$ cat src/drac_exe_pkg.sv
`default_nettype none

package drac_exe_pkg;

    // ---------------------------------------------------------------------
    // Widths and divider iteration counts
    // ---------------------------------------------------------------------
    localparam int unsigned XLEN         = 64;
    localparam int unsigned DIV_STEPS_64 = 64;
    localparam int unsigned DIV_STEPS_32 = 32;
    localparam int unsigned CNT_W        = 7;
    localparam int unsigned REG_ADDR_W   = 5;

    typedef logic [XLEN-1:0]       bus64_t;
    typedef logic [39:0]           addr_pc_t;
    typedef logic [REG_ADDR_W-1:0] reg_addr_t;

    typedef enum logic [1:0] {
        UNIT_ALU,
        UNIT_BRANCH,
        UNIT_DIV
    } unit_t;

    typedef enum logic [4:0] {
        // ALU
        ADD, SUB, AND, OR, XOR, SLL, SRL, SRA, SLT, SLTU,
        // Branch and jump
        BEQ, BNE, BLT, BGE, BLTU, BGEU, JAL, JALR,
        // Divide
        DIV, DIVU, REM, REMU
    } instr_type_t;

    typedef enum logic [1:0] {
        IDLE,
        RUN,
        FIX
    } div_state_t;

    // Upper and lower halves of a data word, for W forms
    typedef struct packed {
        logic [31:0] hi;
        logic [31:0] lo;
    } word_halves_t;

    typedef union packed {
        bus64_t       full;
        word_halves_t w;
    } operand_u;

    // ---------------------------------------------------------------------
    // Stage records
    // ---------------------------------------------------------------------
    typedef struct packed {
        logic        valid;
        addr_pc_t    pc;
        unit_t       unit;
        instr_type_t instr_type;
        logic        op_32;
        logic        use_imm;
        reg_addr_t   rs1;
        reg_addr_t   rs2;
        reg_addr_t   rd;
        bus64_t      imm;
    } instr_t;

    typedef struct packed {
        instr_t instr;
        bus64_t data_rs1;
        bus64_t data_rs2;
    } rr_exe_instr_t;

    // Write-back value, also the bypass source
    typedef struct packed {
        logic      valid;
        reg_addr_t rd;
        bus64_t    data;
    } wb_exe_instr_t;

    typedef struct packed {
        logic      valid;
        reg_addr_t rd;
        bus64_t    result_rd;
        addr_pc_t  result_pc;
        logic      branch_taken;
    } exe_wb_instr_t;

endpackage

`default_nettype wire

$ cat src/div_step_counter.sv
`default_nettype none

module div_step_counter (
    input  wire  clk_i,
    input  wire  arst_n_i,
    input  wire  load_i,
    input  wire  op_32_i,
    input  wire  step_i,
    output logic last_o
);

    logic [drac_exe_pkg::CNT_W-1:0] cnt_q;

    always_ff @(posedge clk_i or negedge arst_n_i) begin
        if (!arst_n_i) begin
            cnt_q <= '0;
        end else if (load_i) begin
            cnt_q <= op_32_i ? drac_exe_pkg::CNT_W'(drac_exe_pkg::DIV_STEPS_32) :
                               drac_exe_pkg::CNT_W'(drac_exe_pkg::DIV_STEPS_64);
        end else if (step_i) begin
            cnt_q <= cnt_q - 1'b1;
        end
    end

    // Final iteration is the one taken with a single step left
    assign last_o = (cnt_q == drac_exe_pkg::CNT_W'(1));

    a_no_step_at_zero: assert property (
        @(posedge clk_i) disable iff (!arst_n_i)
        step_i |-> (cnt_q != '0)
    ) else $error("Divider stepped with no iterations left");

endmodule

`default_nettype wire

$ cat config.mk
export PLATFORM = sky130hd
export DESIGN_NAME = div_step_counter
export DESIGN_NICKNAME = d
export VERILOG_FILES = /design/src/drac_exe_pkg.sv /design/src/div_step_counter.sv
export SDC_FILE = /design/constraint.sdc
export NUM_CORES = 1
export LEC_CHECK = 0
export BUFFER_PORTS_ARGS = -buffer_cell sky130_fd_sc_hd__buf_2
export CORE_AREA = 3 3 40 42
export CTS_CLUSTER_DIAMETER = 200
export CTS_CLUSTER_SIZE = 40
export DETAILED_ROUTE_END_ITERATION = 8
export DIE_AREA = 0 0 43 45
export HOLD_SLACK_MARGIN = 0.05
export PLACE_DENSITY_LB_ADDON = 0.3
export SYNTH_ARGS = -nofsm -noshare
export SYNTH_HDL_FRONTEND = slang
export SYNTH_SLANG_ARGS = --single-unit
export TNS_END_PERCENT = 10
$ cat constraint.sdc
create_clock -name clk_i -period 1.7 [get_ports clk_i]
set_input_delay 0.085 -clock clk_i [delete_from_list [all_inputs] [get_ports clk_i]]
set_output_delay 0.085 -clock clk_i [all_outputs]
set_load 0.02 [all_outputs]
==> results of run 1 <==
[what timing repair did]
action                     4_1_cts  5_1_grt
resized for setup                0        3
setup endpoints to repair        0        1
hold buffers                     1        0
hold endpoints to repair         7        0
setup buffers                    0        2
[metrics by stage]
step,total power (W),setup slack (ns)
global placement,0.000308,0.191
CTS,0.000467,0.0272
detailed placement,0.000307,0.173
global route,0.000511,0.0198
finish,0.000476,0.0762
floorplan,0.000275,0.151
[cell usage after synthesis (all sizes together)]
library cell and instances:
o31a 2, o21a 1, ha 2, a21oi 1
inv 2, nand2b 1, xnor2 2, and3b 1
a21boi 1, xor2 1, a211oi 1, clkbuf 1
o31ai 1, nor3 1, nand2 2, nor2 5
nor4b 1, dfrtp 7, or4 2, nor3b 1
[worst paths after layout]
path | from | endpoint | slack, ns
worst max-delay path | cnt_q[4]$_DFFE_PN0P_ | last_o | 0.08
worst min register to register | cnt_q[1]$_DFFE_PN0P_ | cnt_q[1]$_DFFE_PN0P_ | 0.60
worst max register to register | cnt_q[4]$_DFFE_PN0P_ | cnt_q[6]$_DFFE_PN0P_ | 0.15
max in group asynchronous | arst_n_i | cnt_q[3]$_DFFE_PN0P_ | 1.32
min in group asynchronous | arst_n_i | cnt_q[6]$_DFFE_PN0P_ | 0.20
worst min-delay path | step_i | cnt_q[1]$_DFFE_PN0P_ | 0.07
[kinds of logic (layout without fill, tap and decap cells)]
| kind of cell | Yosys count | after routing | synth area share |
|---|---|---|---|
| simple gates | 14 | 14 | 0.222 |
| compound gates | 7 | 7 | 0.141 |
| flops | 7 | 7 | 0.470 |
| xor+xnor | 3 | 3 | 0.0705 |
| buf+inv | 3 | 16 | 0.0302 |
| fa+ha+maj | 2 | 2 | 0.0671 |
[layer usage]
layer / GRT usage / wire length (um)
met5: 0 / 0
met4: 0.0361 / 0
met3: 0.0359 / 36
met2: 0.141 / 391
met1: 0.111 / 348
[where the power goes]
group	switching, W	internal (W)	total [W]
Clock	0.0000625	0.0000896	0.000152
Sequential	0.0000231	0.000189	0.000212
Combinational	0.0000491	0.0000626	0.000112
Total	0.000135	0.000341	0.000476
[cell type report]
type | instances | area (um2)
well taps | 15 | 18.8
fillers | 138 | 797
clock buffers | 4 | 26.3
flip-flops and latches | 7 | 176
multi-input cells | 26 | 191
repair buffers | 10 | 67.6
inverters | 2 | 7.51
==> run_results.csv, run 1 <==
group,metric,value,unit
outcome,status,"complete, no violations",
cts,cts_tree,"yes",
logic_synthesis,yosys.area.top_type,"dfrtp_1",
cts,cts-root-buf,"clkbuf_4",
critical_path,worstPathRequired,1.62,ns
floorplanning,initial_utilization,0.290,
layout,instances_no_fill,64,
timing,drv_slew,0,
timing,skew,0.000268,ns
cts,cts_buffers,3,
timing,whs,0.0735,ns
logic_synthesis,synth_cell_types,21,
layout,final_util,0.380,
drt,drt-total-wl,777,um
drt,routed-via-count,306,
logic_synthesis,synth_area_leaders,"dfrtp_1 (47%), ha_1 (6.7%), nor2_1 (5.0%)",
timing,finalCriticalPeriod,1.62,ns
drt,wl_per_cell,12.1,um
timing,setup_violations,0,
cts,clk_pin_slew,0.05,ns
global_route,overflow,0,
layout,regMostFlops,"cnt_q",
place,portBuffers,5,
critical_path,cp_slowest_stage_delay,0.57,ns
critical_path,crit_cells,3,
global_route,grt_use_total,0.0898,
critical_path,ff2ff_path_depth,3,
floorplanning,ioPinCount,6,
logic_synthesis,synth_nets,43,
timing,max_freq,0.616,GHz
floorplanning,die_w,43,um
logic_synthesis,syn_inst,36,
floorplanning,coreArea,0.00128,mm2
logic_synthesis,synth-seq-cells,7,
layout,final_common_cell,"dfrtp_1",
floorplanning,die_area,0.00194,mm2
timing,max-slew-margin-rel,0.813,
global_route,grt_max_degree,10,
logic_synthesis,netlist_area,373,um2
layout,design_area,488,um2
layout,nets,57,
global_route,antenna_found_initial,0,
critical_path,crit_type,"register to output pin",
drt,via_per_inst,4.78,
global_route,grt_pass1_vias,273,
min_path,min_path_type,"primary input to register",
timing,period_share,0.955,
timing,hold_violations,0,
critical_path,path_delay_family,"simple AND/OR/NAND/NOR gates",
power_and_ir_drop,powerDensity,975,mW/mm2
layout,n_antenna_cell,0,
place,dpl.cell_count,57,
drt,dr.pass1.iters,2,
critical_path,endpoint_kind,"output pin",
place,dpl_cell_area,428,um2
power_and_ir_drop,leakage,0.221,nW
critical_path,arrival,1.54,ns
power_and_ir_drop,ir_drop,0.000445,V
critical_path,critPathBufInv,1,
layout,drive_gt1_frac,0.327,
timing,rsz0062_at_grt,"no",
place,dp_hpwl,494,um
layout,area_growth,30.9,%
layout,layout_common_cells,"dfrtp_1 (6), nor2_1 (5), buf_4 (5)",
cts,clockBufferDepth,2,
flow_run,maxCapViolCount,0,
drt,ant_nets,0,
critical_path,path_max_fanout,4,
floorplanning,std_cell_rows,13,
critical_path,slowest_stage,"or4_4",
floorplanning,die_y,45,um
place,place.gp.congestion,0.732,
cts,htree_levels,1,
timing,max_slew.worst_pin.slew,0.278,ns
critical_path,worstPathCellList,"or4_4 > nor3b_2 > buf_4",
logic_synthesis,synth_top_area_frac,0.470,
cts,clk_latency,0.25,ns
drt,drt_iter0_drc,1,
logic_synthesis,yosysWarnings,0,
layout,reg_top3,"cnt_q: 7 flops",
critical_path,start_kind,"register",
logic_synthesis,avgSynthCellArea,10.4,um2
timing,finalSetupTns,0,ns
global_route,grt_pass1_wl,1230,um
drt,drcViolationCount,0,
min_path,whs_path_depth,2,
logic_synthesis,yosysSeqAreaShare,0.470,
layout,largest_reg_flops,7,
cts,cts.sinks,7,
Power figures use the tool's default switching activity.
==> run 2: changes to the inputs <==
--- a/config.mk
+++ b/config.mk
@@ -5,12 +5,13 @@
 export SDC_FILE = /design/constraint.sdc
 export NUM_CORES = 1
 export LEC_CHECK = 0
-export BUFFER_PORTS_ARGS = -buffer_cell sky130_fd_sc_hd__buf_2
-export CORE_AREA = 3 3 40 42
+export CORE_AREA = 2 2 39 41
 export CTS_CLUSTER_DIAMETER = 200
 export CTS_CLUSTER_SIZE = 40
 export DETAILED_ROUTE_END_ITERATION = 8
-export DIE_AREA = 0 0 43 45
+export DIE_AREA = 0 0 41 43
+export DONT_BUFFER_PORTS = 1
+export GPL_TIMING_DRIVEN = 1
 export HOLD_SLACK_MARGIN = 0.05
 export PLACE_DENSITY_LB_ADDON = 0.3
 export SYNTH_ARGS = -nofsm -noshare
==> run 2 against run 1 <==
Compared with the run above: fmax is 0.12% lower; combinational power is 8% lower; critical path type unchanged; sequential power is 2% lower; die area is 8.9% lower.
==> run_results.csv, run 2 (synthesis gave the netlist of run 1 again) <==
group,metric,value,unit
outcome,status,"complete, no violations",
timing,finalCriticalPeriod,1.63,ns
critical_path,r2r_start,"cnt_q[0]$_DFFE_PN0P_",
critical_path,arrival,1.54,ns
power_and_ir_drop,p_sw_frac,0.282,
floorplanning,die_area,0.00176,mm2
power_and_ir_drop,p_comb_frac,0.221,
cts,cts_buffers,3,
global_route,grt_pass1_wl,1320,um
drt,ant_nets,0,
drt,drt_iter0_drc,4,
layout,final_util,0.349,
place,place.gp.congestion,0.656,
global_route,overflow,0,
timing,skew,0.0107,ns
layout,n_antenna_cell,0,
drt,via_per_inst,4.73,
timing,setup_violations,0,
power_and_ir_drop,p_sw,0.000132,W
layout,fill_cells,148,
cts,clk_pin_slew,0.06,ns
timing,drv_slew,0,
layout,drive_gt1_frac,0.196,
timing,finalSetupTns,0,ns
cts,clk_latency,0.26,ns
floorplanning,ioPinCount,6,
floorplanning,die_w,41,um
power_and_ir_drop,p_int,0.000335,W
critical_path,start_kind,"register",
layout,reg_top3,"cnt_q: 7 flops",
timing,whs,0.0578,ns
critical_path,worstPathRequired,1.62,ns
critical_path,crit_start,"cnt_q[4]$_DFFE_PN0P_",
critical_path,rr_endpoint,"cnt_q[4]$_DFFE_PN0P_",
floorplanning,die_y,43,um
critical_path,reg2reg_slack,0.16,ns
floorplanning,std_cell_rows,14,
place,dp_hpwl,531,um
min_path,hold_end,"cnt_q[5]$_DFFE_PN0P_",
drt,dr.pass1.iters,2,
cts,clockBufferDepth,2,
drt,wl_per_cell,11.4,um
floorplanning,coreArea,0.00138,mm2
place,portBuffers,0,
drt,drcViolationCount,0,
layout,final_common_cell,"dfrtp_1",
layout,area_growth,29.5,%
critical_path,ff2ff_path_depth,5,
power_and_ir_drop,pwr-share-clk,0.334,
layout,nets,54,
global_route,grt_pass1_vias,321,
cts,htree_levels,1,
layout,regMostFlops,"cnt_q",
layout,largest_reg_flops,7,
power_and_ir_drop,seqPwrFrac,0.446,
drt,routed-via-count,293,
cts,cts_tree,"yes",
min_path,min-delay-start,"op_32_i",
min_path,min_path_type,"primary input to register",
critical_path,endpoint_kind,"output pin",
timing,period_share,0.956,
global_route,antenna_found_initial,0,
timing,max-slew-margin-rel,0.758,
min_path,whs_path_depth,2,
timing,max_freq,0.615,GHz
critical_path,crit_type,"register to output pin",
timing,hold_violations,0,
floorplanning,initial_utilization,0.269,
cts,cts.sinks,7,
flow_run,maxCapViolCount,0,
drt,drt-total-wl,706,um
critical_path,path_max_fanout,4,
timing,rsz0062_at_grt,"no",
power_and_ir_drop,leakage,0.210,nW
global_route,grt_use_total,0.116,
global_route,grt_max_degree,10,
timing,max_slew.worst_pin.slew,0.357,ns
power_and_ir_drop,ir_drop,0.000233,V
layout,layout_common_cells,"dfrtp_1 (7), nor2_1 (5), dlygate4sd3_1 (4)",
cts,cts-root-buf,"clkbuf_4",
power_and_ir_drop,powerDensity,966,mW/mm2
-- run 2: final cells by class --
| type | instances | area, um2 | share of cell area |
|---|---|---|---|
| Multi-Input combinational cell | 26 | 191 | 0.396 |
| Sequential cell | 7 | 175 | 0.363 |
| Timing Repair Buffer | 7 | 62.6 | 0.130 |
| Clock buffer | 4 | 26.3 | 0.0544 |
| Tap cell | 16 | 20.0 | 0.0415 |
| Inverter | 2 | 7.51 | 0.0155 |
-- run 2: critical path, stage by stage (launching register included) --
cell and delay (ns):
dfrtp_1 0.41, or4_4 0.56, nor3b_2 0.16, buf_4 0.16
-- run 2: power groups by stage --
stage | logic, W | registers, W | clock network, W
after global routing | 0.000121 | 0.000211 | 0.000165
final | 0.000103 | 0.000208 | 0.000156
after floorplan | 0.0000680 | 0.000207 | 0
after CTS | 0.0000959 | 0.000210 | 0.000164
after global placement | 0.0000776 | 0.000210 | 0
after detailed placement | 0.0000812 | 0.000213 | 0
-- run 2: how the worst max path moves through the flow --
| stage | endpoint | slack (ns) | cells past startpoint |
|---|---|---|---|
| floorplan | last_o | 0.15 | 2 |
| global placement | cnt_q[6]$_DFFE_PN0P_ | 0.21 | 3 |
| detailed placement | cnt_q[4]$_DFFE_PN0P_ | 0.14 | 5 |
| CTS | last_o | 0.02 | 3 |
| global route | last_o | 0.01 | 3 |
| finish | last_o | 0.07 | 3 |
-- run 2: timing repair --
| action | 4_1_cts | 5_1_grt |
|---|---|---|
| setup endpoints to repair | 0 | 1 |
| buffers inserted | 0 | 1 |
| hold buffers | 4 | 0 |
| resized for setup | 0 | 1 |
| endpoints found under the hold margin | 14 | 0 |
-- run 2: metrics by stage --
step | total power [W] | instances | cell area [um2] | setup slack (ns)
after floorplan | 0.000275 | 36 | 373 | 0.151
after global placement | 0.000288 | 53 | 404 | 0.206
after detailed placement | 0.000294 | 53 | 404 | 0.143
after CTS | 0.000470 | 61 | 470 | 0.0193
after global routing | 0.000497 | 62 | 483 | 0.0107
final | 0.000467 | 62 | 483 | 0.0743
-- run 2: routing by layer --
layer,global-route usage,vias up,part of all wire
li1,-,147,-
met2,0.178,6,0.54
met3,0.0314,2,0.040
met1,0.122,138,0.40
met5,0,-,0
met4,0.100,0,0.024
==> run 3: changes to the inputs <==
--- a/config.mk
+++ b/config.mk
@@ -6,6 +6,7 @@
 export NUM_CORES = 1
 export LEC_CHECK = 0
 export CORE_AREA = 2 2 39 41
+export CTS_BUF_LIST = sky130_fd_sc_hd__clkbuf_16
 export CTS_CLUSTER_DIAMETER = 200
 export CTS_CLUSTER_SIZE = 40
 export DETAILED_ROUTE_END_ITERATION = 8
==> run 3 against run 2 <==
Compared with the run above: routed wire length is 5.8% higher; sequential power hardly changed; fmax is 1.0% lower; cell area is 8.3% higher; critical path type unchanged; highest routed layer unchanged.
==> run_results.csv, run 3 (synthesis gave the netlist of run 1 again) <==
group,metric,value,unit
cts,cts_buffers,3,
min_path,min-delay-start,"op_32_i",
timing,rsz0062_at_grt,"no",
power_and_ir_drop,ir_drop,0.000420,V
timing,drv_slew,0,
critical_path,arrival,1.56,ns
cts,clk_pin_slew,0.04,ns
timing,max_freq,0.609,GHz
global_route,antenna_found_initial,0,
layout,instances_no_fill,61,
critical_path,rr_endpoint,"cnt_q[4]$_DFFE_PN0P_",
critical_path,crit_type,"register to output pin",
floorplanning,ioPinCount,6,
timing,hold_violations,0,
critical_path,start_kind,"register",
timing,max_slew.worst_pin.slew,0.350,ns
cts,cts_resized,0,
min_path,min_path_type,"primary input to register",
floorplanning,die_y,43,um
min_path,hold_end,"cnt_q[5]$_DFFE_PN0P_",
power_and_ir_drop,leakage,0.231,nW
global_route,grt_max_degree,10,
layout,drive_gt1_frac,0.156,
min_path,whs_path_depth,2,
cts,clk_latency,0.23,ns
drt,via_per_inst,4.75,
floorplanning,die_area,0.00176,mm2
layout,area_growth,40.3,%
drt,routed-via-count,290,
power_and_ir_drop,p_total,0.000703,W
global_route,grt_use_total,0.129,
cts,cts.sinks,7,
drt,drt-total-wl,747,um
layout,regMostFlops,"cnt_q",
critical_path,endpoint_kind,"output pin",
drt,wl_per_cell,12.2,um
critical_path,reg2reg_slack,0.15,ns
layout,layout_common_cells,"dfrtp_1 (7), nor2_1 (5), dlygate4sd3_1 (4)",
timing,finalSetupTns,0,ns
drt,drcViolationCount,0,
cts,htree_levels,1,
global_route,grt_pass1_wl,1420,um
cts,clockBufferDepth,2,
flow_run,maxCapViolCount,0,
layout,nets,53,
critical_path,ff2ff_path_depth,5,
floorplanning,coreArea,0.00138,mm2
timing,skew,0.00271,ns
cts,cts_tree,"yes",
timing,max-slew-margin-rel,0.763,
timing,finalCriticalPeriod,1.64,ns
floorplanning,die_w,41,um
drt,ant_nets,0,
timing,setup_violations,0,
place,portBuffers,0,
global_route,overflow,0,
power_and_ir_drop,powerDensity,1340,mW/mm2
drt,drt_iter0_drc,5,
critical_path,worstPathRequired,1.62,ns
place,dp_hpwl,531,um
global_route,grt_pass1_vias,331,
critical_path,r2r_start,"cnt_q[0]$_DFFE_PN0P_",
timing,period_share,0.966,
critical_path,path_max_fanout,4,
layout,final_common_cell,"dfrtp_1",
floorplanning,initial_utilization,0.269,
layout,largest_reg_flops,7,
outcome,status,"complete, no violations",
place,dpl.cell_count,53,
cts,cts-root-buf,"clkbuf_16",
drt,dr.pass1.iters,4,
layout,n_antenna_cell,0,
floorplanning,std_cell_rows,14,
place,place.gp.congestion,0.656,
layout,reg_top3,"cnt_q: 7 flops",
run 3: changes by cell type in the layout (fill, tap and decap cells not counted):
cell	delta
inv_1	+1
clkbuf_16	+3
clkbuf_4	-3
clkbuf_1	-1
buf_4	-1
nor3b_2	-1
nor3b_1	+1
run 3: what timing repair did:
item                      4_1_cts  5_1_grt
hold endpoints to repair       14        0
hold buffers                    4        0
buffers inserted                0        0
run 3: routing by layer:
metal  vias to the layer above  global-route usage  part of all wire
li1                        145                   -                 -
met1                       136               0.138              0.40
met2                         7               0.184              0.53
met3                         2              0.0471             0.047
met4                         0               0.120             0.020
met5                         -                   0                 0
run 3: worst max-delay path: stages, from the launching register on:
cell     delay (ns)
dfrtp_1        0.40
or4_4          0.55
nor3b_1        0.20
buf_4          0.17
run 3: final cells by class:
| cell class | count | area (um2) |
|---|---|---|
| flip-flops and latches | 7 | 175 |
| inverters | 2 | 7.51 |
| clock inverters | 1 | 3.75 |
| clock buffers | 3 | 75.1 |
| multi-input cells | 26 | 186 |
| well taps | 16 | 20.0 |
| fillers | 142 | 861 |
| repair buffers | 6 | 55.1 |
run 3: worst max-delay path by stage:
stage	start	endpoint	slack, ns
floorplan	cnt_q[3]$_DFFE_PN0P_	last_o	0.15
global placement	cnt_q[4]$_DFFE_PN0P_	cnt_q[6]$_DFFE_PN0P_	0.21
detailed placement	cnt_q[0]$_DFFE_PN0P_	cnt_q[4]$_DFFE_PN0P_	0.14
CTS	cnt_q[3]$_DFFE_PN0P_	last_o	0.06
global route	cnt_q[3]$_DFFE_PN0P_	last_o	0.001
finish	cnt_q[4]$_DFFE_PN0P_	last_o	0.06
run 3: stage by stage:
stage	cell area [um2]	util	setup slack (ns)	hold WS, ns
2_1_floorplan	373	-	0.151	-0.211
3_3_place_gp	404	0.292	0.206	-0.210
3_5_place_dp	404	0.292	0.143	-0.210
4_1_cts	523	0.378	0.0609	0.0868
5_1_grt	523	0.378	0.00117	0.122
6_report	523	0.378	0.0575	0.0865
run 3: where the power goes:
| group | internal, W | switching, W |
|---|---|---|
| clock network | 0.000306 | 0.0000912 |
| logic | 0.0000524 | 0.0000417 |
| registers | 0.000189 | 0.0000226 |
