`config.mk`:
```
export PLATFORM = sky130hd
export DESIGN_NAME = exe_branch_unit
export DESIGN_NICKNAME = d
export VERILOG_FILES = /design/src/drac_exe_pkg.sv /design/src/exe_branch_unit.sv
export SDC_FILE = /design/constraint.sdc
export NUM_CORES = 1
export LEC_CHECK = 0
export BUFFER_PORTS_ARGS = -buffer_cell sky130_fd_sc_hd__buf_2
export CAP_MARGIN = 20
export CORE_UTILIZATION = 35
export DETAILED_ROUTE_END_ITERATION = 8
export GPL_TIMING_DRIVEN = 1
export PLACE_DENSITY = 0.68
export REMOVE_ABC_BUFFERS = 1
export SETUP_SLACK_MARGIN = 0.2
export SLEW_MARGIN = 25
export SYNTH_ARGS = -nofsm -noshare
export SYNTH_HDL_FRONTEND = slang
export SYNTH_SLANG_ARGS = --single-unit
export TNS_END_PERCENT = 5
```
`constraint.sdc`:
```
create_clock -name vclk -period 4.25
set_clock_uncertainty 0.1 [all_clocks]
set_input_delay 0.6375 -clock vclk [all_inputs]
set_output_delay 0.6375 -clock vclk [all_outputs]
set_load 0.01 [all_outputs]
```
`src/drac_exe_pkg.sv`:
```
`default_nettype none

package drac_exe_pkg;

    // ---------------------------------------------------------------------
    // Widths and divider iteration counts
    // ---------------------------------------------------------------------
    localparam int unsigned XLEN         = 64;
    localparam int unsigned DIV_STEPS_64 = 64;
    localparam int unsigned DIV_STEPS_32 = 32;
    localparam int unsigned CNT_W        = 7;
    localparam int unsigned REG_ADDR_W   = 5;

    typedef logic [XLEN-1:0]       bus64_t;
    typedef logic [39:0]           addr_pc_t;
    typedef logic [REG_ADDR_W-1:0] reg_addr_t;

    typedef enum logic [1:0] {
        UNIT_ALU,
        UNIT_BRANCH,
        UNIT_DIV
    } unit_t;

    typedef enum logic [4:0] {
        // ALU
        ADD, SUB, AND, OR, XOR, SLL, SRL, SRA, SLT, SLTU,
        // Branch and jump
        BEQ, BNE, BLT, BGE, BLTU, BGEU, JAL, JALR,
        // Divide
        DIV, DIVU, REM, REMU
    } instr_type_t;

    typedef enum logic [1:0] {
        IDLE,
        RUN,
        FIX
    } div_state_t;

    // Upper and lower halves of a data word, for W forms
    typedef struct packed {
        logic [31:0] hi;
        logic [31:0] lo;
    } word_halves_t;

    typedef union packed {
        bus64_t       full;
        word_halves_t w;
    } operand_u;

    // ---------------------------------------------------------------------
    // Stage records
    // ---------------------------------------------------------------------
    typedef struct packed {
        logic        valid;
        addr_pc_t    pc;
        unit_t       unit;
        instr_type_t instr_type;
        logic        op_32;
        logic        use_imm;
        reg_addr_t   rs1;
        reg_addr_t   rs2;
        reg_addr_t   rd;
        bus64_t      imm;
    } instr_t;

    typedef struct packed {
        instr_t instr;
        bus64_t data_rs1;
        bus64_t data_rs2;
    } rr_exe_instr_t;

    // Write-back value, also the bypass source
    typedef struct packed {
        logic      valid;
        reg_addr_t rd;
        bus64_t    data;
    } wb_exe_instr_t;

    typedef struct packed {
        logic      valid;
        reg_addr_t rd;
        bus64_t    result_rd;
        addr_pc_t  result_pc;
        logic      branch_taken;
    } exe_wb_instr_t;

endpackage

`default_nettype wire

```
`src/exe_branch_unit.sv`:
```
`default_nettype none

module exe_branch_unit (
    input  wire drac_exe_pkg::instr_type_t instr_type_i,
    input  wire drac_exe_pkg::addr_pc_t    pc_i,
    input  wire drac_exe_pkg::bus64_t      data_rs1_i,
    input  wire drac_exe_pkg::bus64_t      data_rs2_i,
    input  wire drac_exe_pkg::bus64_t      imm_i,
    output logic                           taken_o,
    output drac_exe_pkg::addr_pc_t         target_o,
    output drac_exe_pkg::bus64_t           link_o
);

    drac_exe_pkg::bus64_t   rs1_plus_imm;
    drac_exe_pkg::addr_pc_t pc_plus_imm;
    drac_exe_pkg::addr_pc_t pc_plus_4;

    always_comb begin
        case (instr_type_i)
            drac_exe_pkg::BEQ:  taken_o = (data_rs1_i == data_rs2_i);
            drac_exe_pkg::BNE:  taken_o = (data_rs1_i != data_rs2_i);
            drac_exe_pkg::BLT:  taken_o = ($signed(data_rs1_i) < $signed(data_rs2_i));
            drac_exe_pkg::BGE:  taken_o = ($signed(data_rs1_i) >= $signed(data_rs2_i));
            drac_exe_pkg::BLTU: taken_o = (data_rs1_i < data_rs2_i);
            drac_exe_pkg::BGEU: taken_o = (data_rs1_i >= data_rs2_i);
            // Jumps are unconditional
            drac_exe_pkg::JAL,
            drac_exe_pkg::JALR: taken_o = 1'b1;
            default:            taken_o = 1'b0;
        endcase
    end

    assign rs1_plus_imm = data_rs1_i + imm_i;
    assign pc_plus_imm  = pc_i + imm_i[39:0];
    assign pc_plus_4    = pc_i + 40'd4;

    // JALR target has bit 0 cleared
    assign target_o = (instr_type_i == drac_exe_pkg::JALR) ?
                      {rs1_plus_imm[39:1], 1'b0} : pc_plus_imm;

    assign link_o = {{(drac_exe_pkg::XLEN - 40){1'b0}}, pc_plus_4};

endmodule

`default_nettype wire

```
==> results of run 1 <==
==> layout make-up <==
cell class | instances | area, µm² | share of cell area [%]
inverters | 90 | 338 | 3.60
repair buffers | 346 | 1960 | 20.9
multi-input cells | 874 | 6750 | 72.0
well taps | 260 | 325 | 3.47
==> synth_stat cells (all sizes together), types with 6 or more instances <==
master	number	area, µm²
a211oi	16	125
nor3	8	40.0
and3	17	106
nor2b	11	68.8
inv	90	338
a21oi	104	532
o21ai	65	325
o21a	10	75.1
xor2	37	324
nand2b	10	62.6
and2	7	46.3
nand2	69	259
ha	142	1780
clkbuf	10	38.8
buf	31	218
xnor2	68	596
nor2	66	248
a21boi	6	48.8
o21bai	13	97.6
nor4	6	50.0
a21o	60	450
nand4	29	181
mux2i	8	80.1
nand3	30	150
a31oi	9	56.3
==> report_power, final <==
| group | internal [W] | switching (W) | total (W) |
|---|---|---|---|
| registers | 0 | 0 | 0 |
| clock network | 0 | 0 | 0 |
| logic | 0.000602 | 0.000710 | 0.00131 |
| total | 0.000602 | 0.000710 | 0.00131 |
==> stage by stage <==
stage,util [%],power (W),worst slack [ns],area [µm²],setup TNS (ns)
after floorplan,-,0.000767,-0.476,6660,-7.86
after global placement,46.6,0.00120,-0.0849,8800,-0.348
after detailed placement,46.6,0.00121,-0.0972,8800,-0.332
after CTS,48.3,0.00126,0.149,9120,0
after global routing,49.6,0.00145,0.00689,9370,0
final,49.6,0.00131,0.152,9370,0
==> timing repair <==
action / 4_1_cts / 5_1_grt
endpoints found under the setup margin: 17 / 23
setup buffers: 7 / 0
hold buffers: 0 / 0
pin swaps: 23 / 25
resized for setup: 49 / 55
==> cell families (layout without fill, tap and decap cells) <==
family / count (synthesis) / count (layout) / share of synthesized area [%]
compound gates: 322 / 322 / 30.1
simple gates: 271 / 271 / 19.9
fa+ha+maj: 144 / 144 / 26.6
buf+inv: 131 / 436 / 8.70
xor+xnor: 105 / 105 / 13.5
mux: 8 / 8 / 1.17
other cells: 1 / 24 / 0.0549
==> routing by layer <==
layer | vias to the layer above | GRT usage (%) | wire (µm)
met4 | 0 | 1.92 | 127
met1 | 3726 | 28.6 | 10700
met5 | - | 0 | 0
met2 | 280 | 40.4 | 11300
li1 | 4181 | - | -
met3 | 10 | 1.79 | 1380
==> worst min path at each step <==
stage | from | end | slack, ns
2_1_floorplan | pc_i[0] | link_o[0] | 1.18
3_3_place_gp | pc_i[0] | link_o[0] | 1.39
3_5_place_dp | pc_i[0] | link_o[0] | 1.39
4_1_cts | pc_i[0] | link_o[0] | 1.39
5_1_grt | pc_i[0] | link_o[0] | 1.38
6_report | pc_i[0] | link_o[0] | 1.37
==> out/metrics.cfg, run 1 <==
[timing]
period_needed_ns=4.10
slew_violations=0
rsz0062_at_grt=yes
fin_crit_sh_pct=96.4
whs_ns=1.37
max_freq_mhz=244
relSlewSlack_pct=65.0
finalSetupViolations=0
tightest_slew_ns=0.525
hold_viol=0

[worst_setup_path]
setup.worst_path.end=target_o[37]
crit_path_start_kind=input port
crit_fanout=4
slowest_stage=o32a_1
worstPathArrival_ns=3.36
cp_data_required_time_ns=3.51
crit_buf_inv=3
path_cells=buf_2 > ha_1 > buf_4 > nand4_1 > o211a_1 > o21a_4 > o32a_1 > o2111a_1 > or3_4 > xnor2_1 > nand2_1 > o21ai_1 > buf_2
worstSetupPathType=input port to output port
path_delay_family=compound AO/OA/AOI/OAI gates
cp.depth=13
cpPeakStageDelay_ns=0.39
cp_common_cell=buf_2
crit_start=data_rs1_i[8]
crit_path_end_kind=output port

[detailed_routing]
vias=8197
final_antenna_net_count=0
wl_per_cell_um=14.9
drt-initial-drc-count=406
drcViolationCount=0
wl_mm=23.5
first_pass_iters=6
vias_per_cell=5.22

[outcome]
status=completed

[floorplan]
die-height_um=142
coreArea_um2=18900
ios=342
initial_core_util_pct=36.2
rows=50
die_x_um=142
dieArea_um2=20100

[global_route]
grt_pass1_vias=7679
grt_max_degree=47
grt-ovfl-total=0
grt_pass1_wl_mm=36.2
antenna_found_initial=0
grt_usage_pct=22.0

[place]
post-place-cells=1563
io_buffers=294
gp_congestion=0.925
dp_hpwl_mm=20.3

[layout]
final_cell_mix=buf_2, ha_1, a21oi_1, inv_1, nand2_1
stdcell_count=1570
insertedDiodeCount=0
n_sequential_cell=0
nClkBuffers=0
fillerInstances=1941
drive_gt1_share_pct=31.8
final_nets=1693
area_delta_synth_final_pct=37.1
final_common_cell=buf_2
seqCellArea_um2=0

[yosys]
netlist_area_um2=6830
synth_cell_types=65
synth.avg_cell_area_um2=6.96
seq_area_frac_synth_pct=0
yosysWarnings=0
syn_inst=982

[min_path]
hold_class=input port to output port
hold_path_depth=2

[pwr]
leakage_nw=4.93
peakVddDrop_mv=0.0675
powerDensity_nw_per_um2=140

[flow_run]
cap_violations=0

Note: power is estimated with default switching activity, not from simulation.
==> inputs of run 2 (changes only) <==
--- a/config.mk
+++ b/config.mk
@@ -5,7 +5,7 @@
 export SDC_FILE = /design/constraint.sdc
 export NUM_CORES = 1
 export LEC_CHECK = 0
-export BUFFER_PORTS_ARGS = -buffer_cell sky130_fd_sc_hd__buf_2
+export BUFFER_PORTS_ARGS = -buffer_cell sky130_fd_sc_hd__buf_4
 export CAP_MARGIN = 20
 export CORE_UTILIZATION = 35
 export DETAILED_ROUTE_END_ITERATION = 8
==> out/metrics.cfg, run 2 (synthesis gave the netlist of run 1 again) <==
[outcome]
status=completed

[place]
dp_hpwl_mm=20.9  ; +2.6%
place_ws_ns=-0.0813  ; +0.0158 ns
placed_area_um2=9530  ; +8.2%
gp_congestion=0.945  ; +2.2%
io_buffers=294  ; unchanged

[floorplan]
coreArea_um2=18900  ; unchanged
die_x_um=142  ; unchanged
ios=342  ; unchanged
die-height_um=142  ; unchanged
rows=50  ; unchanged
dieArea_um2=20100  ; unchanged
initial_core_util_pct=36.2  ; unchanged

[worst_setup_path]
crit_path_start_kind=input port
crit_fanout=4  ; unchanged
cp_data_required_time_ns=3.51  ; about the same
worstPathArrival_ns=3.32  ; -0.04 ns
worstSetupPathType=input port to output port
crit_path_end_kind=output port

[timing]
fin_ws_ns=0.191  ; +0.0389 ns
tightest_slew_ns=0.537  ; +0.0114 ns
relSlewSlack_pct=64.2  ; -0.76 points
period_needed_ns=4.06  ; -0.0389 ns
rsz0062_at_grt=yes
slew_violations=0  ; unchanged
max_freq_mhz=246  ; +0.96%
fin_crit_sh_pct=95.5  ; -0.91 points
hold_viol=0  ; unchanged
finalSetupViolations=0  ; unchanged

[layout]
insertedDiodeCount=0  ; unchanged
fin_area_um2=9920  ; +5.8%
area_delta_synth_final_pct=45.1
multi_input_area_um2=6660  ; -1.3%
final_cell_mix=buf_4, ha_1, a21oi_1, inv_1, nand2_1
final_nets=1689  ; -0.24%
n_sequential_cell=0  ; unchanged
final_common_cell=buf_4
seqCellArea_um2=0  ; unchanged
drive_gt1_share_pct=30.7  ; -1.1 points
nClkBuffers=0  ; unchanged
fillerInstances=1879  ; -3.2%
fin_util_pct=52.5  ; +2.9 points

[min_path]
hp-start=pc_i[0]
hold_path_depth=2  ; unchanged
hold_class=input port to output port
hold_path_end=link_o[0]

[pwr]
switching_share_pct=50.4  ; -3.7 points
internal_power_w=0.000699  ; +16%
p_switching_w=0.000711  ; +0.15%
peakVddDrop_mv=0.0768  ; +14%
p_comb_share_pct=100.0  ; about the same
leakage_nw=5.13  ; +4.0%
power_frac_clock_pct=0  ; unchanged
powerDensity_nw_per_um2=142  ; +1.6%
power_frac_seq_pct=0  ; unchanged

[detailed_routing]
wl_per_cell_um=15.3  ; +2.2%
vias=8198  ; +0.012%
wl_mm=23.9  ; +2.0%
final_antenna_net_count=0  ; unchanged
drt-initial-drc-count=449  ; +11%
vias_per_cell=5.23  ; +0.27%
first_pass_iters=5  ; -1
drcViolationCount=0  ; unchanged

[global_route]
grt_usage_pct=22.0  ; +0.072 points
grt_max_degree=47  ; unchanged
antenna_found_initial=0  ; unchanged
grt_pass1_wl_mm=36.2  ; about the same
grt_pass1_vias=7683  ; +0.052%
grt-ovfl-total=0  ; unchanged

[clocking]
hold_buffers=0  ; unchanged

[flow_run]
cap_violations=0  ; unchanged

-- run 2: worst max-delay path by stage --
stage,depth (start not counted),startpoint,to
after global placement,16,imm_i[0],target_o[38]
after floorplan,4,instr_type_i[1],target_o[10]
after detailed placement,16,pc_i[0],target_o[38]
final,15,imm_i[8],target_o[37]
after global routing,15,imm_i[8],target_o[37]
after CTS,13,pc_i[16],target_o[33]
-- run 2: per-layer routing --
layer / track usage [%] / wire, µm / vias up
li1: - / - / 4171
met1: 28.5 / 10800 / 3721
met2: 40.6 / 11500 / 294
met3: 2.33 / 1460 / 12
met4: 1.47 / 148 / 0
met5: 0 / 0 / -
-- run 2: area by class of cell --
| type | instances | share of cell area [%] |
|---|---|---|
| multi-input combinational | 874 | 67.2 |
| tap | 260 | 3.28 |
| timing repair buffer | 342 | 26.1 |
| inverter | 90 | 3.41 |
-- run 2: what timing repair did --
item                                    CTS  global route
hold endpoints to repair                  0             0
pin swaps                                 8            23
endpoints found under the setup margin   17            23
buffers inserted                          0             6
resized for setup                        21            44
-- run 2: per-stage QoR --
| stage | power (W) | instances | hold WS (ns) | TNS, ns |
|---|---|---|---|---|
| 2_1_floorplan | 0.000767 | 964 | 1.18 | -7.86 |
| 6_report | 0.00141 | 1566 | 1.37 | 0 |
| 4_1_cts | 0.00135 | 1560 | 1.37 | 0 |
| 5_1_grt | 0.00154 | 1566 | 1.37 | 0 |
| 3_5_place_dp | 0.00133 | 1560 | 1.37 | -0.298 |
| 3_3_place_gp | 0.00132 | 1560 | 1.37 | -0.127 |
-- run 2: critical path: stages --
cell	delay, ns
buf_4	0.13
ha_4	0.28
nand4_1	0.16
nor4_2	0.33
nor2_1	0.08
buf_4	0.16
a211oi_4	0.29
a31o_2	0.25
a21oi_4	0.08
buf_12	0.15
o41ai_2	0.21
a21oi_1	0.12
xor2_1	0.15
o21ai_1	0.13
buf_4	0.14
-- run 2: power groups by stage --
stage / Sequential [W] / Combinational (W) / Clock (W)
after floorplan: 0 / 0.000767 / 0
after global placement: 0 / 0.00132 / 0
after detailed placement: 0 / 0.00133 / 0
after CTS: 0 / 0.00135 / 0
after global routing: 0 / 0.00154 / 0
final: 0 / 0.00141 / 0
==> inputs of run 3 (changes only) <==
--- a/config.mk
+++ b/config.mk
@@ -5,12 +5,13 @@
 export SDC_FILE = /design/constraint.sdc
 export NUM_CORES = 1
 export LEC_CHECK = 0
+export ABC_AREA = 1
 export BUFFER_PORTS_ARGS = -buffer_cell sky130_fd_sc_hd__buf_4
 export CAP_MARGIN = 20
-export CORE_UTILIZATION = 35
+export CORE_UTILIZATION = 30
 export DETAILED_ROUTE_END_ITERATION = 8
 export GPL_TIMING_DRIVEN = 1
-export PLACE_DENSITY = 0.68
+export PLACE_DENSITY = 0.58
 export REMOVE_ABC_BUFFERS = 1
 export SETUP_SLACK_MARGIN = 0.2
 export SLEW_MARGIN = 25
==> out/metrics.cfg, run 3 <==
[floorplan]
dieArea_um2=29800  ; +48%
initial_core_util_pct=30.5  ; -5.7 points
coreArea_um2=28700  ; +52%
ios=342  ; unchanged
rows=62  ; +24%
die_x_um=173  ; +22%
die-height_um=173  ; +22%

[global_route]
antenna_found_initial=0  ; unchanged
grt_pass1_wl_mm=55.6  ; +54%
grt_pass1_vias=10600  ; +38%
grt_max_degree=46  ; -2.1%
met3_usage_pct=1.43  ; -0.90 points
met2_usage_pct=42.2  ; +1.6 points
grt-ovfl-total=0  ; unchanged
grt_usage_pct=23.6  ; +1.6 points
grt_use_met1_pct=30.5  ; +2.0 points
busiest_layer=met2

[timing]
finalSetupTns_ns=0  ; unchanged
fin_crit_sh_pct=90.1  ; -5.4 points
tightest_slew_ns=0.613  ; +0.0762 ns
hold_viol=0  ; unchanged
finalSetupViolations=0  ; unchanged
rsz0062_at_grt=no
relSlewSlack_pct=59.1  ; -5.1 points
max_freq_mhz=261  ; +6.0%
period_needed_ns=3.83  ; -0.230 ns
fin_ws_ns=0.421  ; +0.230 ns
slew_violations=0  ; unchanged

[detailed_routing]
drcViolationCount=0  ; unchanged
drt-initial-drc-count=609  ; +36%
wl_mm=37.0  ; +55%
vias_per_cell=4.93  ; -5.9%
first_pass_iters=5  ; unchanged
wl_per_cell_um=16.4  ; +7.2%
final_antenna_net_count=0  ; unchanged
vias=11100  ; +36%

[yosys]
yosysTopAreaCell=ha_1
synth_cell_types=48  ; -26%
netlist_area_um2=8740  ; +28%
yosysWarnings=0  ; unchanged
synth_top_area_share_pct=20.3  ; -5.7 points
yosysMostFrequentCell=nand2_1
synth.avg_cell_area_um2=5.50  ; -21%
syn_inst=1590  ; +62%
ys_top_cells_by_area=ha_1, nand2_1, inv_1, a21oi_1, nor2_1
seq_area_frac_synth_pct=0  ; unchanged
synth_common_cells=nand2_1, inv_1, nor2_1

[layout]
final_nets=2258  ; +34%
drive_gt1_share_pct=18.2  ; -12 points
nClkBuffers=0  ; unchanged
final_common_cell=nand2_1
seqCellArea_um2=0  ; unchanged
n_sequential_cell=0  ; unchanged
area_delta_synth_final_pct=29.3
final_cell_mix=nand2_1, buf_4, inv_1, nor2_1, a21oi_1

[place]
gp_congestion=0.940  ; -0.56%
place_ws_ns=0.469  ; +0.551 ns
io_buffers=294  ; unchanged
dp_hpwl_mm=33.5  ; +61%

[worst_setup_path]
slowest_stage=fa_1
cp_data_required_time_ns=3.51  ; about the same
path_cells=buf_4 > ha_1 > inv_1 > fa_1 > nor3_1 > nor2_1 > o21ai_2 > nand3_1 > nand2_1 > nand3_1 > nand3b_1 > nand3_1 > nand2_1 > buf_4
cpPeakStageDelay_ns=0.51  ; +0.18 ns
crit_fanout=5  ; +1
worstSetupPathType=input port to output port
worstPathArrival_ns=3.09  ; -0.23 ns
cp_common_cell=nand3_1
crit_path_end_kind=output port
crit_path_start_kind=input port

[outcome]
status=completed

[clocking]
cts_resized=0  ; -100%
hold_buffers=0  ; unchanged
postCtsSetupBuffers=0  ; unchanged

[pwr]
leakage_nw=5.96  ; +16%
powerDensity_nw_per_um2=131  ; -8.0%
peakVddDrop_mv=0.0544  ; -29%

[flow_run]
cap_violations=0  ; unchanged

[min_path]
hold_class=input port to output port

run 3: changes by cell type after synthesis, moves of 11 or more:
cell | before | now
a211oi_1 | 15 | 0
a21o_1 | 60 | 8
a21oi_1 | 103 | 161
and3_1 | 17 | 1
inv_1 | 90 | 259
nand2_1 | 69 | 360
nand3_1 | 30 | 74
nand3b_1 | 2 | 13
nor2_1 | 66 | 193
nor2b_1 | 11 | 0
nor3_1 | 8 | 38
o21ai_0 | 62 | 113
xnor2_1 | 68 | 13
run 3: cell type report:
cell class	instances	area, µm²
antenna	1	2.50
fill	3264	17400
inverter	265	995
multi-input combinational	1314	7610
tap	384	480
timing repair buffer	296	2220
run 3: power by group:
group	internal, W	switching (W)
Sequential	0	0
Combinational	0.000590	0.000890
Clock	0.0000000000279	0
Total	0.000590	0.000890
run 3: final timing paths:
| path | from | to | slack [ns] | cells past startpoint |
|---|---|---|---|---|
| worst max-delay path | pc_i[0] | target_o[32] | 0.42 | 14 |
| worst min-delay path | pc_i[0] | link_o[0] | 1.37 | 2 |
run 3: cells by family after synthesis:
| group | Yosys count | share of synthesized area (%) |
|---|---|---|
| mux | 1 | 0.114 |
| buf+inv | 299 | 14.0 |
| xor+xnor | 48 | 4.81 |
| compound gates | 359 | 23.0 |
| fa+ha+maj | 144 | 20.8 |
| other cells | 1 | 0.0429 |
| simple gates | 738 | 37.2 |
run 3: per-layer routing:
| metal | up-vias | routed length (µm) |
|---|---|---|
| met5 | - | 0 |
| met4 | 0 | 1100 |
| met3 | 46 | 1820 |
| met2 | 337 | 17600 |
| met1 | 4956 | 16500 |
| li1 | 5794 | - |
run 3: metrics by stage:
stage	total power, W	cell area, µm²	std cells	hold slack [ns]	utilization [%]
after floorplan	0.000829	8600	1579	1.18	-
after global placement	0.00146	11300	2259	1.37	39.4
after detailed placement	0.00146	11300	2259	1.37	39.4
after CTS	0.00147	11300	2259	1.37	39.4
after global routing	0.00163	11300	2259	1.38	39.4
final	0.00148	11300	2260	1.37	39.4
run 3: critical path: cells and delay by family:
kind	cells	cell delay [ns]
AO/OA/AOI/OAI	1	0.19
adder cells (fa/ha/maj)	2	0.76
buffers and inverters	3	0.34
AND/OR/NAND/NOR	8	1.16
